**src/soc_pkg.sv**
```systemverilog
package soc_pkg;

    // Bus geometry
    localparam int ADDR_W = 32;
    localparam int DATA_W = 32;
    localparam int SEL_W  = 4;
    localparam int PAGE_W = 8;

    // Address pages, compared against adr[31:24]
    localparam logic [PAGE_W-1:0] GPIO_PAGE  = 8'h40;
    localparam logic [PAGE_W-1:0] IRQ_PAGE   = 8'h80;
    localparam logic [PAGE_W-1:0] TIMER_PAGE = 8'hc0;

    // Peripheral sizes
    localparam int GPIO_W  = 8;
    localparam int IRQ_N   = 2;
    localparam int TIMER_W = 64;

    // Interrupt source bits
    localparam int IRQ_TIMER = 0;
    localparam int IRQ_GPIO  = 1;

    // Word offsets come from adr[3:2]
    localparam int OFS_LSB = 2;
    localparam int OFS_W   = 2;

    localparam logic [OFS_W-1:0] MTIME_LO    = 2'd0;
    localparam logic [OFS_W-1:0] MTIME_HI    = 2'd1;
    localparam logic [OFS_W-1:0] MTIMECMP_LO = 2'd2;
    localparam logic [OFS_W-1:0] MTIMECMP_HI = 2'd3;

    localparam logic [OFS_W-1:0] GPIO_OUT  = 2'd0;
    localparam logic [OFS_W-1:0] GPIO_IN   = 2'd1;
    localparam logic [OFS_W-1:0] GPIO_PEND = 2'd2;

    localparam logic [OFS_W-1:0] IRQ_EN     = 2'd0;
    localparam logic [OFS_W-1:0] IRQ_STATUS = 2'd1;

    // Compare starts out of reach so the timer stays quiet
    localparam logic [TIMER_W-1:0] MTIMECMP_RST = {TIMER_W{1'b1}};

    // Replace the bytes of old_word picked by sel
    function automatic logic [DATA_W-1:0] merge_bytes(
        input logic [DATA_W-1:0] old_word,
        input logic [DATA_W-1:0] new_word,
        input logic [SEL_W-1:0]  sel
    );
        logic [DATA_W-1:0] merged;
        merged = old_word;
        for (int b = 0; b < SEL_W; b++) begin
            if (sel[b]) begin
                merged[8*b +: 8] = new_word[8*b +: 8];
            end
        end
        return merged;
    endfunction

endpackage

```
**src/dbus_if.sv**
```systemverilog
`timescale 1ns/1ns

interface dbus_if;

    import soc_pkg::*;

    // Request side of the data bus
    logic [ADDR_W-1:0] adr;
    logic [DATA_W-1:0] dat;
    logic [SEL_W-1:0]  sel;
    logic              we;
    logic              cyc;

    // Driven by the bus owner
    modport master (
        output adr,
        output dat,
        output sel,
        output we,
        output cyc
    );

    // Each peripheral decodes its own page
    modport slave (
        input adr,
        input dat,
        input sel,
        input we,
        input cyc
    );

endinterface

```
**src/mtimer.sv**
```systemverilog
`timescale 1ns/1ns

module mtimer (
    input  logic                       i_ck,
    input  logic                       i_reset_loop,
    dbus_if.slave                      bus,
    output logic [soc_pkg::DATA_W-1:0] o_rdt,
    output logic                       o_ack,
    output logic                       o_irq
);

    import soc_pkg::*;

    logic [TIMER_W-1:0] mtime;
    logic [TIMER_W-1:0] mtimecmp;
    logic               hit;
    logic               start;
    logic [OFS_W-1:0]   ofs;
    logic [DATA_W-1:0]  rd_word;
    logic [DATA_W-1:0]  cmp_lo_next;
    logic [DATA_W-1:0]  cmp_hi_next;

    // Page decode
    assign hit = bus.cyc && (bus.adr[ADDR_W-1 -: PAGE_W] == TIMER_PAGE);

    // No new access while the ack is out
    assign start = hit && !o_ack;

    assign ofs = bus.adr[OFS_LSB +: OFS_W];

    // Free-running counter
    always_ff @(posedge i_ck) begin
        if (i_reset_loop) begin
            mtime <= '0;
        end else begin
            mtime <= mtime + 1'b1;
        end
    end

    // Byte-merged candidates for the compare words
    assign cmp_lo_next = merge_bytes(mtimecmp[DATA_W-1:0], bus.dat, bus.sel);
    assign cmp_hi_next = merge_bytes(mtimecmp[TIMER_W-1:DATA_W], bus.dat, bus.sel);

    // Compare register, written one word at a time
    always_ff @(posedge i_ck) begin
        if (i_reset_loop) begin
            mtimecmp <= MTIMECMP_RST;
        end else if (start && bus.we) begin
            case (ofs)
                MTIMECMP_LO: begin
                    mtimecmp[DATA_W-1:0] <= cmp_lo_next;
                end
                MTIMECMP_HI: begin
                    mtimecmp[TIMER_W-1:DATA_W] <= cmp_hi_next;
                end
                default: begin
                    // mtime itself is read only
                end
            endcase
        end
    end

    // Read mux over the four words
    always_comb begin
        case (ofs)
            MTIME_LO:    rd_word = mtime[DATA_W-1:0];
            MTIME_HI:    rd_word = mtime[TIMER_W-1:DATA_W];
            MTIMECMP_LO: rd_word = mtimecmp[DATA_W-1:0];
            default:     rd_word = mtimecmp[TIMER_W-1:DATA_W];
        endcase
    end

    // One-cycle ack, read data only while acking
    always_ff @(posedge i_ck) begin
        if (i_reset_loop) begin
            o_ack <= 1'b0;
            o_rdt <= '0;
        end else begin
            o_ack <= start;
            if (start && !bus.we) begin
                o_rdt <= rd_word;
            end else begin
                o_rdt <= '0;
            end
        end
    end

    // Level interrupt over the full 64 bits
    // Software writes the high compare word first to avoid a false hit
    always_ff @(posedge i_ck) begin
        if (i_reset_loop) begin
            o_irq <= 1'b0;
        end else begin
            o_irq <= (mtime >= mtimecmp);
        end
    end

endmodule

```
**src/gpio_port.sv**
```systemverilog
`timescale 1ns/1ns

module gpio_port (
    input  logic                       i_ck,
    input  logic                       i_reset_loop,
    dbus_if.slave                      bus,
    input  logic [soc_pkg::GPIO_W-1:0] i_pins,
    output logic [soc_pkg::GPIO_W-1:0] o_pins,
    output logic [soc_pkg::DATA_W-1:0] o_rdt,
    output logic                       o_ack,
    output logic                       o_irq
);

    import soc_pkg::*;

    logic [GPIO_W-1:0] out_q;
    logic [GPIO_W-1:0] sync_q1;
    logic [GPIO_W-1:0] sync_q2;
    logic [GPIO_W-1:0] prev_q;
    logic [GPIO_W-1:0] pend;
    logic [GPIO_W-1:0] rise;
    logic [GPIO_W-1:0] clr;
    logic [DATA_W-1:0] out_next;
    logic [DATA_W-1:0] clr_word;
    logic [DATA_W-1:0] rd_word;
    logic [OFS_W-1:0]  ofs;
    logic              hit;
    logic              start;

    assign hit   = bus.cyc && (bus.adr[ADDR_W-1 -: PAGE_W] == GPIO_PAGE);
    assign start = hit && !o_ack;
    assign ofs   = bus.adr[OFS_LSB +: OFS_W];

    // Output register
    assign out_next = merge_bytes(DATA_W'(out_q), bus.dat, bus.sel);

    always_ff @(posedge i_ck) begin
        if (i_reset_loop) begin
            out_q <= '0;
        end else if (start && bus.we && (ofs == GPIO_OUT)) begin
            out_q <= out_next[GPIO_W-1:0];
        end
    end

    assign o_pins = out_q;

    // Two-flop synchroniser, then one more stage for edge detect
    always_ff @(posedge i_ck) begin
        if (i_reset_loop) begin
            sync_q1 <= '0;
            sync_q2 <= '0;
            prev_q  <= '0;
        end else begin
            sync_q1 <= i_pins;
            sync_q2 <= sync_q1;
            prev_q  <= sync_q2;
        end
    end

    assign rise = sync_q2 & ~prev_q;

    // Write-one-to-clear, byte selects honoured
    assign clr_word = merge_bytes('0, bus.dat, bus.sel);
    assign clr = (start && bus.we && (ofs == GPIO_PEND)) ? clr_word[GPIO_W-1:0] : '0;

    // A new edge beats a clear in the same cycle
    always_ff @(posedge i_ck) begin
        if (i_reset_loop) begin
            pend <= '0;
        end else begin
            pend <= (pend & ~clr) | rise;
        end
    end

    assign o_irq = |pend;

    always_comb begin
        case (ofs)
            GPIO_OUT:  rd_word = DATA_W'(out_q);
            GPIO_IN:   rd_word = DATA_W'(sync_q2);
            GPIO_PEND: rd_word = DATA_W'(pend);
            default:   rd_word = '0;
        endcase
    end

    always_ff @(posedge i_ck) begin
        if (i_reset_loop) begin
            o_ack <= 1'b0;
            o_rdt <= '0;
        end else begin
            o_ack <= start;
            o_rdt <= (start && !bus.we) ? rd_word : '0;
        end
    end

endmodule

```
**src/irq_ctrl.sv**
```systemverilog
`timescale 1ns/1ns

module irq_ctrl (
    input  logic                       i_ck,
    input  logic                       i_reset_loop,
    dbus_if.slave                      bus,
    input  logic [soc_pkg::IRQ_N-1:0]  i_src,
    input  logic [soc_pkg::DATA_W-1:0] i_timer_rdt,
    input  logic                       i_timer_ack,
    input  logic [soc_pkg::DATA_W-1:0] i_gpio_rdt,
    input  logic                       i_gpio_ack,
    output logic [soc_pkg::DATA_W-1:0] o_rdt,
    output logic                       o_ack,
    output logic                       o_irq
);

    import soc_pkg::*;

    logic [IRQ_N-1:0]  en;
    logic [DATA_W-1:0] en_next;
    logic [DATA_W-1:0] rd_word;
    logic [DATA_W-1:0] own_rdt;
    logic              own_ack;
    logic [OFS_W-1:0]  ofs;
    logic              hit;
    logic              start;

    assign hit   = bus.cyc && (bus.adr[ADDR_W-1 -: PAGE_W] == IRQ_PAGE);
    assign start = hit && !own_ack;
    assign ofs   = bus.adr[OFS_LSB +: OFS_W];

    // Enable mask, only the low IRQ_N bits exist
    assign en_next = merge_bytes(DATA_W'(en), bus.dat, bus.sel);

    always_ff @(posedge i_ck) begin
        if (i_reset_loop) begin
            en <= '0;
        end else if (start && bus.we && (ofs == IRQ_EN)) begin
            en <= en_next[IRQ_N-1:0];
        end
    end

    // Status shows the sources before masking
    always_comb begin
        case (ofs)
            IRQ_EN:     rd_word = DATA_W'(en);
            IRQ_STATUS: rd_word = DATA_W'(i_src);
            default:    rd_word = '0;
        endcase
    end

    always_ff @(posedge i_ck) begin
        if (i_reset_loop) begin
            own_ack <= 1'b0;
            own_rdt <= '0;
        end else begin
            own_ack <= start;
            own_rdt <= (start && !bus.we) ? rd_word : '0;
        end
    end

    // CPU interrupt line
    always_ff @(posedge i_ck) begin
        if (i_reset_loop) begin
            o_irq <= 1'b0;
        end else begin
            o_irq <= |(i_src & en);
        end
    end

    // Every slave holds zero when idle, so a plain OR merges them
    assign o_rdt = own_rdt | i_timer_rdt | i_gpio_rdt;
    assign o_ack = own_ack | i_timer_ack | i_gpio_ack;

endmodule

```
**src/dbus_periph.sv**
```systemverilog
`timescale 1ns/1ns

module dbus_periph (
    input  logic                       i_ck,
    input  logic                       i_reset_loop,
    input  logic [soc_pkg::ADDR_W-1:0] i_adr,
    input  logic [soc_pkg::DATA_W-1:0] i_dat,
    input  logic [soc_pkg::SEL_W-1:0]  i_sel,
    input  logic                       i_we,
    input  logic                       i_cyc,
    output logic [soc_pkg::DATA_W-1:0] o_rdt,
    output logic                       o_ack,
    input  logic [soc_pkg::GPIO_W-1:0] i_gpio,
    output logic [soc_pkg::GPIO_W-1:0] o_gpio,
    output logic                       o_irq
);

    import soc_pkg::*;

    logic [DATA_W-1:0] timer_rdt;
    logic              timer_ack;
    logic              timer_irq;
    logic [DATA_W-1:0] gpio_rdt;
    logic              gpio_ack;
    logic              gpio_irq;
    logic [IRQ_N-1:0]  irq_src;

    // Master request from the CPU side
    dbus_if dbus ();

    assign dbus.adr = i_adr;
    assign dbus.dat = i_dat;
    assign dbus.sel = i_sel;
    assign dbus.we  = i_we;
    assign dbus.cyc = i_cyc;

    mtimer mtimer_i (
        .i_ck         (i_ck),
        .i_reset_loop (i_reset_loop),
        .bus          (dbus.slave),
        .o_rdt        (timer_rdt),
        .o_ack        (timer_ack),
        .o_irq        (timer_irq)
    );

    gpio_port gpio_port_i (
        .i_ck         (i_ck),
        .i_reset_loop (i_reset_loop),
        .bus          (dbus.slave),
        .i_pins       (i_gpio),
        .o_pins       (o_gpio),
        .o_rdt        (gpio_rdt),
        .o_ack        (gpio_ack),
        .o_irq        (gpio_irq)
    );

    // Bit 0 timer, bit 1 GPIO
    assign irq_src[IRQ_TIMER] = timer_irq;
    assign irq_src[IRQ_GPIO]  = gpio_irq;

    // Also merges the responses onto the bus
    irq_ctrl irq_ctrl_i (
        .i_ck         (i_ck),
        .i_reset_loop (i_reset_loop),
        .bus          (dbus.slave),
        .i_src        (irq_src),
        .i_timer_rdt  (timer_rdt),
        .i_timer_ack  (timer_ack),
        .i_gpio_rdt   (gpio_rdt),
        .i_gpio_ack   (gpio_ack),
        .o_rdt        (o_rdt),
        .o_ack        (o_ack),
        .o_irq        (o_irq)
    );

endmodule

```
**config.mk**
```make
export PLATFORM = sky130hd
export DESIGN_NAME = dbus_periph
export DESIGN_NICKNAME = d
export VERILOG_FILES = /design/src/soc_pkg.sv /design/src/dbus_if.sv /design/src/mtimer.sv /design/src/gpio_port.sv /design/src/irq_ctrl.sv /design/src/dbus_periph.sv
export SDC_FILE = /design/constraint.sdc
export NUM_CORES = 1
export LEC_CHECK = 0
export ABC_AREA = 1
export CAP_MARGIN = 20
export CORE_MARGIN = 8
export CORE_UTILIZATION = 55
export CTS_BUF_LIST = sky130_fd_sc_hd__clkbuf_4 sky130_fd_sc_hd__clkbuf_8 sky130_fd_sc_hd__clkbuf_16
export CTS_CLUSTER_DIAMETER = 100
export CTS_CLUSTER_SIZE = 24
export DETAILED_ROUTE_END_ITERATION = 7
export DONT_BUFFER_PORTS = 1
export PLACE_DENSITY = 0.73
export SLEW_MARGIN = 30
export SYNTH_ARGS = -nofsm -noshare
export SYNTH_HDL_FRONTEND = slang
export SYNTH_SLANG_ARGS = --single-unit
export TNS_END_PERCENT = 20
```
**constraint.sdc**
```tcl
create_clock -name i_ck -period 1.6 [get_ports i_ck]
set_input_delay 0.32 -clock i_ck [delete_from_list [all_inputs] [get_ports i_ck]]
set_output_delay 0.32 -clock i_ck [all_outputs]
set_load 0.01 [all_outputs]
```
* Word level (Yosys, flattened, before mapping)
Cells that the tools add are included.
** Storage, ports and cells
- Bits of input ports :: 80
- Output and inout bits :: 42
- ROM bits :: 0
- Latch bits :: 0
- Bits in writable memories :: 0
- Memories :: 0
- Bits in registers :: 271
- Logic and storage cells :: 84
** Cells by class
- Bitwise operators :: 13
- Mux-type cells :: 5
- Shift-type cells :: 0
- Reduce and logical (&&, ||, !) cells :: 35
- Multipliers :: 0
- Order comparisons :: 1
- Add/sub/neg operators :: 1
- Eq/ne operators :: 6
- Div/mod/pow operators :: 0
** Operators by type and width (number)
- $pmux 32 s3 :: 1
- $add 64x1->64 const B :: 1
- $ge 64x64->1 :: 1
- $or 32x32->32 :: 2
- $pmux 8 s3 :: 1
- $reduce_and 3->1 :: 8
- $and 8x8->8 :: 2
- $eq 8x8->1 const B :: 2
- $mux 8 :: 2
- $not 8->8 :: 2
- $logic_and 1x1->1 :: 15
- $eq 8x7->1 const B :: 1
- $or 8x8->8 :: 1
- $reduce_or 2->1 :: 4
- $reduce_or 8->1 :: 1
- $eq 2x2->1 const B :: 2
- $logic_not 1->1 :: 4
- $pmux 2 s2 :: 1
- $reduce_and 2->1 :: 2
- $not 1->1 :: 3
- $and 2x2->2 :: 1
- $eq 2x1->1 const B :: 1
- $logic_not 2->1 :: 1
- $or 1x1->1 :: 2

* Longest topological paths before layout
Gate-level depths: netlist of the first run.
- Word-level depth :: 9
- Depth in mapped cells :: 15
- Gate-level depth less buffers :: 15

* Hierarchy
From an unflattened synthesis of the first run, not the netlist that was laid out.
** Second synthesis, totals
- Cells, all modules :: 1694
- Area total of the unflattened synthesis :: 11787.6 um^2
** Modules (own cells, without submodules)
- mtimer :: cells an instance 1334, area each 9212.6 um^2, instances 1, sequential area each 3243.1 um^2
- gpio_port :: cells an instance 273, area each 2010.7 um^2, instances 1, sequential area each 980.9 um^2
- irq_ctrl :: cells an instance 87, area each 564.3 um^2, instances 1, sequential area each 120.1 um^2

* Worst setup path after synthesis of the first run
Ideal clock, no wire load.
- Kind :: register -> register
- Start :: reg mtimer_i.mtime[0]
- End :: reg mtimer_i.mtime[46]
- Clock period less this slack :: 1717 ps
- Arrival :: 1601 ps
- Path buffers :: 0
- Data required time :: 1484 ps
- Setup slack :: -117 ps
- Library setup time :: 116 ps
- Stages on the path, launching flop included :: 11
- Path through :: dfxtp_1 > ha_1 > nand3_2 > nor2_4 > nand2_2 > nor3_2 > nand2_1 > nor2_2 > nand2_1 > o21ai_0 > nor2_1
** On the way
- Cells in the longest elaborated chain, start to end :: 1
** Ends and longest elaborated chain
- start: declaration :: line mtimer.sv:14 : logic [TIMER_W-1:0] mtime;
- start signal: assignment :: line mtimer.sv:36 : mtime <= mtime + 1'b1;
- $add 64x1->64 :: line mtimer.sv:36
Every way passes these cells.
A chain may end at the register's enable or synchronous reset.

* Final worst setup path of the first run
- Start :: reg mtimer_i.mtimecmp[27]
- End :: reg mtimer_i.o_irq
** On the way
- Cells in the longest elaborated chain, start to end :: 1
** Ends and longest elaborated chain
- start: declaration :: line mtimer.sv:15 : logic [TIMER_W-1:0] mtimecmp;
- start signal: indexed assignment :: line mtimer.sv:51 : mtimecmp[DATA_W-1:0] <= cmp_lo_next;
- start signal: indexed assignment :: line mtimer.sv:54 : mtimecmp[TIMER_W-1:DATA_W] <= cmp_hi_next;
- $ge 64x64->1 :: line mtimer.sv:94 : o_irq <= (mtime >= mtimecmp);
- end signal: assignment :: line mtimer.sv:94
- end: declaration :: line mtimer.sv:9 : output logic o_irq
Every way passes these cells.

==> summary.txt, run 1 <==
Status
  – Status: finished, violations left
  – Failing checks: negative hold slack, negative setup slack

STA
  – Worst relative slew slack: 0.633
  – Worst-Margin Slew: 0.550 ns
  – RSZ-0062 raised after global routing: yes
  – Worst setup margin: -0.152 ns
  – Final Setup Violations: 24
  – Fin Hold WS: -0.0997 ns
  – FMAX: roughly 0.57 GHz
  – Final period utilization: 1.10
  – Hold Vio Cnt, Final: 48
  – Post-route minimum period: approximately 1.8 ns
  – Final number of max-transition violations: 0
  – Post-route clock skew: 0.0305 ns

Synthesis
  – Cell count after synthesis: 1,630
  – Area fraction of the dominant cell type after synthesis: 0.379
  – Ys async rst share: 0
  – Main area contributors after synthesis: dfxtp_1 38%, nand2_1 10%, ha_1 7.1%, inv_1 6.8%, nor2_1 6.3%
  – Sequential share of the synthesized area: 0.379
  – Synth Area per Inst: 7.02 um^2
  – Synthesis warning total: 0
  – Most common cell in the netlist: nand2_1
  – EDFF count, synth: 0
  – Post-Syn Nets: 1,775
  – Cell variety after synth: 37
  – Register bit total from synthesis: around 220
  – Leading area contributor after synthesis: dfxtp_1
  – Top FF cell, synth: dfxtp_1
  – Synthesized cell area: ~11,000 um^2
  – Most instantiated cells after synthesis: 317 x nand2_1, 217 x dfxtp_1, 206 x inv_1

CTS
  – Root Buffer: clkbuf_16
  – CTS Hold Buffers Added: 35
  – TritonCTS Sinks: roughly 220
  – TritonCTS Buffers: 13
  – Clk buf depth: 3
  – Clock latency on the worst-skew pair: 0.49 ns
  – CTS tree: yes
  – Reg clk slew, reported paths: 0.10 ns
  – H-tree levels: 1

Layout
  – Layout Nets: 2,050
  – Diode count: 0
  – Share of cells above drive strength 1: 0.278
  – Fillers: 1,621
  – Area Growth Syn to Fin: 32.8%
  – Final Non-Filler Cells: around 2,200

Routing
  – DRT iter0 DRCs: 1,298
  – Via count: approximately 13,000
  – Routed WL: 42.8 mm
  – Post-route ant nets: 0
  – Post-route DRC: 0
  – Wirelength per Cell: 19.7 um
  – Pre-antenna DRT Iters: 6
  – Via-per-instance ratio: 5.84

Worst hold path
  – Hold wc startpoint: i_reset_loop
  – Class of the worst hold path: in -> reg
  – Worst Hold Depth: 1
  – Hold Crit Endpoint: mtimer_i.mtime[32]

Power and ir drop
  – Leakage: 7.14 nW
  – Peak VDD IR: 0.862 mV
  – PD cells: roughly 620 nW/um^2
  – Pwr Total: 9.47 mW

Global route
  – First-pass GRT wire length: 65.4 mm
  – GRT Util Overall: 0.317
  – Initial antenna violation count: 0
  – Largest net degree at the start of global routing: 87
  – Grt total ovfl: 0
  – Vias in the first global route: 12,200

Place
  – Placed cell count: roughly 2,100
  – IO buf count: 0
  – Routability cong.: between 1 and 1.5
  – DP Worst Slack: -0.416 ns
  – DPL Wire Length: between 30 and 40 mm

Setup path
  – R2R Path Start: mtimer_i.mtimecmp[27]
  – Reg2reg end: mtimer_i.o_irq
  – Crit-path max FO: 2
  – Worst Path Arrival: 2.17 ns
  – Worst reg-to-reg path cell count: 12
  – Crit path from: mtimer_i.mtimecmp[27]
  – Critical Path End Type: register
  – CP Launch Type: register
  – R2R setup slack: -0.15 ns
  – CP Class: reg -> reg
  – Worst Path Required: 2.02 ns

Die
  – Placement Rows: between 50 and 60
  – # IOs: 122
  – DIE HEIGHT: between 150 and 200 um
  – Initial Util: 0.562
  – Core area: between 20,000 and 25,000 um^2
  – Chip width: 160 um
  – Die ar.: 25,700 um^2

Run
  – Max-cap viol count: 0
-- critical path, stage by stage, from the launching register on --
cell and delay, ns:
dfxtp_2 0.35, inv_1 0.06, ha_4 0.27, nand2_2 0.08, nor2_4 0.19, buf_6 0.11
nand2_1 0.06, a21oi_2 0.12, buf_4 0.14, nor2_2 0.04, nand2_2 0.08, nand2_1 0.07
a21oi_2 0.11
-- layout make-up --
class                           instances  area, um^2  area share
Clock buffer                           15         340      0.0224
Clock inverter                          2        25.0     0.00165
Inverter                              208         781      0.0514
Multi-Input combinational cell       1117        6460       0.425
Sequential cell                       217        4440       0.292
Tap cell                              270         338      0.0222
Timing Repair Buffer                  348        2820       0.185
-- worst max-delay path by stage --
stage	to
floorplan	mtimer_i.mtime[42]
global placement	mtimer_i.o_irq
detailed placement	mtimer_i.o_irq
CTS	mtimer_i.o_irq
global route	mtimer_i.o_irq
finish	mtimer_i.o_irq
-- placed cells by master, fill, tap and decap left out, types with 32 or more instances in the layout --
cell type	n
dlygate4sd3_1	35
nor2_2	32
dfxtp_2	39
a21oi_1	119
nand4_1	106
buf_4	298
nor2_1	148
ha_1	57
inv_1	202
nand3_1	118
dfxtp_1	166
nand2_1	291
o21ai_0	39
-- timing repair --
item | in CTS | in global routing
pin swaps | 26 | 31
buffers inserted | 5 | 7
gates resized for setup | 126 | 98
hold endpoints to repair | 83 | 48
endpoints found under the setup margin | 46 | 52
-- stage by stage --
step | cell area, um^2 | setup TNS (ns) | util
final | 15200 | -1.39 | 0.746
after global routing | 15200 | -4.79 | 0.746
after CTS | 14800 | -0.499 | 0.727
after detailed placement | 13700 | -15.39 | 0.672
after global placement | 13700 | -11.22 | 0.672
after floorplan | 11500 | -0.0925 | -
-- registers in the layout (all words and copies together) (netlist names), 2 cells and up --
register	flops
mtimer_i.o_rdt	32
gpio_port_i.sync_q1	8
mtimer_i.mtime	64
mtimer_i.mtimecmp	64
gpio_port_i.prev_q	8
gpio_port_i.pend	8
gpio_port_i.o_pins	8
gpio_port_i.o_rdt	8
gpio_port_i.sync_q2	8
irq_ctrl_i.own_rdt	2
irq_ctrl_i.en	2
-- routing by layer --
metal,global-route usage,vias to the layer above,wire length (um)
li1,-,5987,-
met1,0.399,5958,17500
met2,0.521,643,19700
met3,0.0622,122,3800
met4,0.133,0,1790
met5,0,-,0
-- where the power goes --
part           internal, mW  total [mW]  switching, mW
clock network          1.56        3.48           1.92
registers              5.42        5.45         0.0298
logic                 0.206       0.532          0.326
total                  7.19        9.47           2.28
-- cell families (layout without fill, tap and decap cells) --
group                      after synthesis  after routing  synth area share
AOI/OAI and AO/OA                      228            228             0.115
xor gates and xnor gates                 1              1          0.000765
buffers and inverters                  296            573             0.110
DFF                                    217            217             0.379
and+or+nand+nor                        823            823             0.324
adders and majority gates               65             65            0.0710
(Power assumes the default switching activity.)
==> inputs of run 2 (changes only) <==
Settings changed: SYNTH_HIERARCHICAL set to 1.
==> run 2 against run 1 <==
Synthesized area increased by 3.0%. Final cell count is 4.0% higher. The flow still finishes with violations (negative hold slack, negative setup slack). Utilization fell by 0.77 points. Clock skew rose by 0.018 ns. Worst hold slack lost 0.0026 ns. Wire length is 3.0% lower. Register-to-register slack hardly changed. Sequential share of layout area fell by 0.83 points. Fmax is 0.43% higher. Final area rose by 2.2%. Power grew 1.6%. Sequential power barely moved.
==> summary.txt, run 2 <==
Status
  – Status: finished, violations left
  – Failing checks: negative hold slack, negative setup slack

Synthesis
  – Top FF cell, synth: dfxtp_1
  – Sequential share of the synthesized area: 0.369 (-0.0109)
  – Area fraction of the dominant cell type after synthesis: 0.369 (-0.0109)
  – Adder-cell area share of the yosys netlist: 0.0690 (-0.00204)
  – XOR/XNOR share of the synthesized area: 0.00743 (+0.00667)
  – EDFF count, synth: 0 (unchanged)
  – Cell variety after synth: 47 (+27%)
  – Most common cell in the netlist: nand2_1
  – Largest family of logic cells by synthesized area: simple AND/OR/NAND/NOR gates
  – Mux cell area share after synthesis: 0 (unchanged)
  – Most instantiated cells after synthesis: 425 x nand2_1, 217 x dfxtp_1, 215 x inv_1
  – Post-synthesis compound-gate area fraction: 0.0891 (-0.0256)
  – Leading area contributor after synthesis: dfxtp_1
  – Cell count after synthesis: 1,694 (+3.9%)
  – Synthesized cell area: 11,800 um^2 (+3.0%)
  – Synth Area per Inst: 6.96 um^2 (-0.93%)
  – Register bit total from synthesis: 217 (unchanged)
  – Main area contributors after synthesis: dfxtp_1 37%, nand2_1 14%, ha_1 6.9%, inv_1 6.8%, nor2_1 5.6%
  – Area share of and/or/nand/nor cells after synthesis: 0.359 (+0.0346)
  – Synthesis warning total: 6 (+6)
  – Ys async rst share: 0 (unchanged)

Die
  – DIE HEIGHT: 162 um (+1.3%)
  – # IOs: 122 (unchanged)
  – Core area: 21,000 um^2 (+3.2%)
  – Placement Rows: 53 (+1.9%)
  – Die ar.: 26,400 um^2 (+2.7%)
  – Initial Util: 0.561 (-0.00144)
  – Chip width: 162 um (+1.3%)

Setup path
  – Worst path max stage delay: 0.38 ns (+0.03 ns)
  – Crit-path slowest cell: dfxtp_4
  – Worst reg-to-reg path cell count: 9 (-3)
  – CP Launch Type: register
  – Worst Path Arrival: 2.16 ns (about the same)
  – Crit-path max FO: 5 (+3)
  – Reg2reg end: mtimer_i/mtime[45]
  – Worst Path Required: 2.02 ns (about the same)
  – Critical Path End Type: register
  – Most common cell on crit path: buf_4
  – Crit-path cells: buf_4, nand3_2, nor2_4, buf_4, nand3_1, inv_2, nand3_4, or2_0, a21oi_1
  – R2R Path Start: mtimer_i/mtime[0]
  – R2R setup slack: -0.14 ns (about the same)
  – CP Class: reg -> reg

Worst hold path
  – Worst Hold Depth: 1 (unchanged)
  – Hold Crit Endpoint: mtimer_i/o_irq
  – Class of the worst hold path: in -> reg
  – Hold wc startpoint: i_reset_loop

Power and ir drop
  – Leakage: 7.66 nW (+7.4%)
  – PD cells: 619 nW/um^2 (-0.57%)
  – Peak VDD IR: 0.887 mV (+3.0%)

Routing
  – Post-route DRC: 0 (unchanged)
  – Via count: 12,800 (+0.96%)
  – DRT iter0 DRCs: 1,346 (+3.7%)
  – Via-per-instance ratio: 5.67 (-2.9%)
  – Pre-antenna DRT Iters: 6 (unchanged)
  – Wirelength per Cell: 18.4 um (-6.7%)
  – Post-route ant nets: 0 (unchanged)
  – Routed WL: 41.5 mm (-3.0%)

CTS
  – Clk buf depth: 3 (unchanged)
  – Root Buffer: clkbuf_16
  – H-tree levels: 1 (unchanged)
  – Reg clk slew, reported paths: 0.10 ns (about the same)
  – TritonCTS Sinks: 217 (unchanged)
  – CTS tree: yes
  – TritonCTS Buffers: 13 (unchanged)
  – Clock latency on the worst-skew pair: 0.51 ns (+0.02 ns)

Layout
  – Commonest non-fill, non-tap cell in the layout: nand2_1
  – Area Growth Syn to Fin: 31.7%
  – Most frequent cells in the layout: 400 x nand2_1, 239 x buf_4, 203 x inv_1
  – Layout Nets: 2,130 (+3.9%)
  – Regs by FF count: mtimer_i/mtime (64), mtimer_i/mtimecmp (64), mtimer_i/o_rdt (32)
  – Final Non-Filler Cells: 2,263 (+4.0%)
  – Share of cells above drive strength 1: 0.249 (-0.0298)

STA
  – Worst setup margin: -0.145 ns (+0.00749 ns)
  – Post-route clock skew: 0.0481 ns (+0.0176 ns)
  – Final setup TNS: -1.92 ns (-0.526 ns)
  – Final period utilization: 1.09 (-0.00468)
  – Hold Vio Cnt, Final: 46 (-4.2%)
  – Post-route minimum period: 1.74 ns (-0.00749 ns)
  – Final Setup Violations: 29 (+21%)
  – FMAX: 0.573 GHz (+0.43%)
  – Fin Hold WS: -0.102 ns (-0.00255 ns)
  – RSZ-0062 raised after global routing: yes
  – Final number of max-transition violations: 0 (unchanged)

Global route
  – Grt total ovfl: 0 (unchanged)
  – Largest net degree at the start of global routing: 84 (-3.4%)
  – Initial antenna violation count: 2 (+2)
  – Vias in the first global route: 12,300 (+0.94%)
  – First-pass GRT wire length: 64.1 mm (-2.0%)
  – GRT Util Overall: 0.303 (-0.0138)

Place
  – Placed cell count: 2,155 (+2.0%)
  – IO buf count: 0 (unchanged)
  – Routability cong.: 0.976 (-2.8%)
  – DPL Wire Length: 29.6 mm (-7.0%)

Run
  – Max-cap viol count: 0 (unchanged)
run 2: cell type report:
class	count	area, um^2
well taps	275	344
flip-flops and latches	217	4400
fillers	1550	5490
clock buffers	14	333
multi-input cells	1197	6780
inverters	233	880
repair buffers	323	2740
clock inverters	3	36.3
diodes	1	2.50
run 2: cells by family (layout without fill, tap and decap cells):
group	after synthesis	after routing
xor gates and xnor gates	10	10
DFF	217	217
buffers and inverters	303	573
and+or+nand+nor	917	917
adders and majority gates	65	65
other	1	25
AOI/OAI and AO/OA	181	181
run 2: metrics by stage:
stage / utilization / hold WS (ns) / power [mW] / setup slack (ns) / area [um^2]
finish: 0.739 / -0.102 / 9.61 / -0.145 / 15500
detailed placement: 0.653 / 0.394 / 6.04 / -0.156 / 13700
global route: 0.739 / -0.124 / 9.92 / -0.221 / 15500
CTS: 0.719 / -0.125 / 9.61 / -0.0720 / 15100
floorplan: - / 0.388 / 5.98 / 0.0143 / 11900
global placement: 0.653 / 0.388 / 6.04 / -0.144 / 13700
run 2: worst max path at each step:
| stage | start | to | slack [ns] |
|---|---|---|---|
| after detailed placement | mtimer_i/mtime[31] | mtimer_i/mtime[44] | -0.16 |
| after floorplan | mtimer_i/mtime[0] | mtimer_i/mtime[38] | 0.01 |
| after CTS | mtimer_i/mtime[1] | mtimer_i/mtime[28] | -0.07 |
| final | mtimer_i/mtime[0] | mtimer_i/mtime[45] | -0.14 |
| after global placement | mtimer_i/mtime[31] | mtimer_i/mtime[44] | -0.14 |
| after global routing | mtimer_i/mtime[0] | mtimer_i/mtime[28] | -0.22 |
run 2: per-layer routing:
layer  GRT usage  wire length (um)  up-vias
met4       0.126              1880        2
met5           0                13        -
li1            -                 -     6039
met2       0.497             19000      724
met1       0.385             16600     5917
met3      0.0561              4090      150
run 2: critical path, delay by kind of cell (launching register included):
family | cells | cell delay (ns)
and+or+nand+nor | 5 | 0.76
buffers and inverters | 3 | 0.42
DFF | 1 | 0.38
AOI/OAI and AO/OA | 1 | 0.12
run 2: power breakdown:
part           switching, mW  leakage [nW]  internal (mW)
logic                  0.365          5.71          0.278
registers             0.0300          1.78           5.43
clock network           1.96         0.179           1.55
total                   2.35          7.66           7.26
run 2: repair_timing:
| action | CTS | global route |
|---|---|---|
| hold buffers | 66 | 1 |
| gates resized for setup | 82 | 101 |
| gates cloned | 0 | 0 |
| buffers inserted | 13 | 10 |
| endpoints found under the hold margin | 134 | 47 |
| pin swaps | 29 | 39 |
| setup endpoints to repair | 42 | 55 |
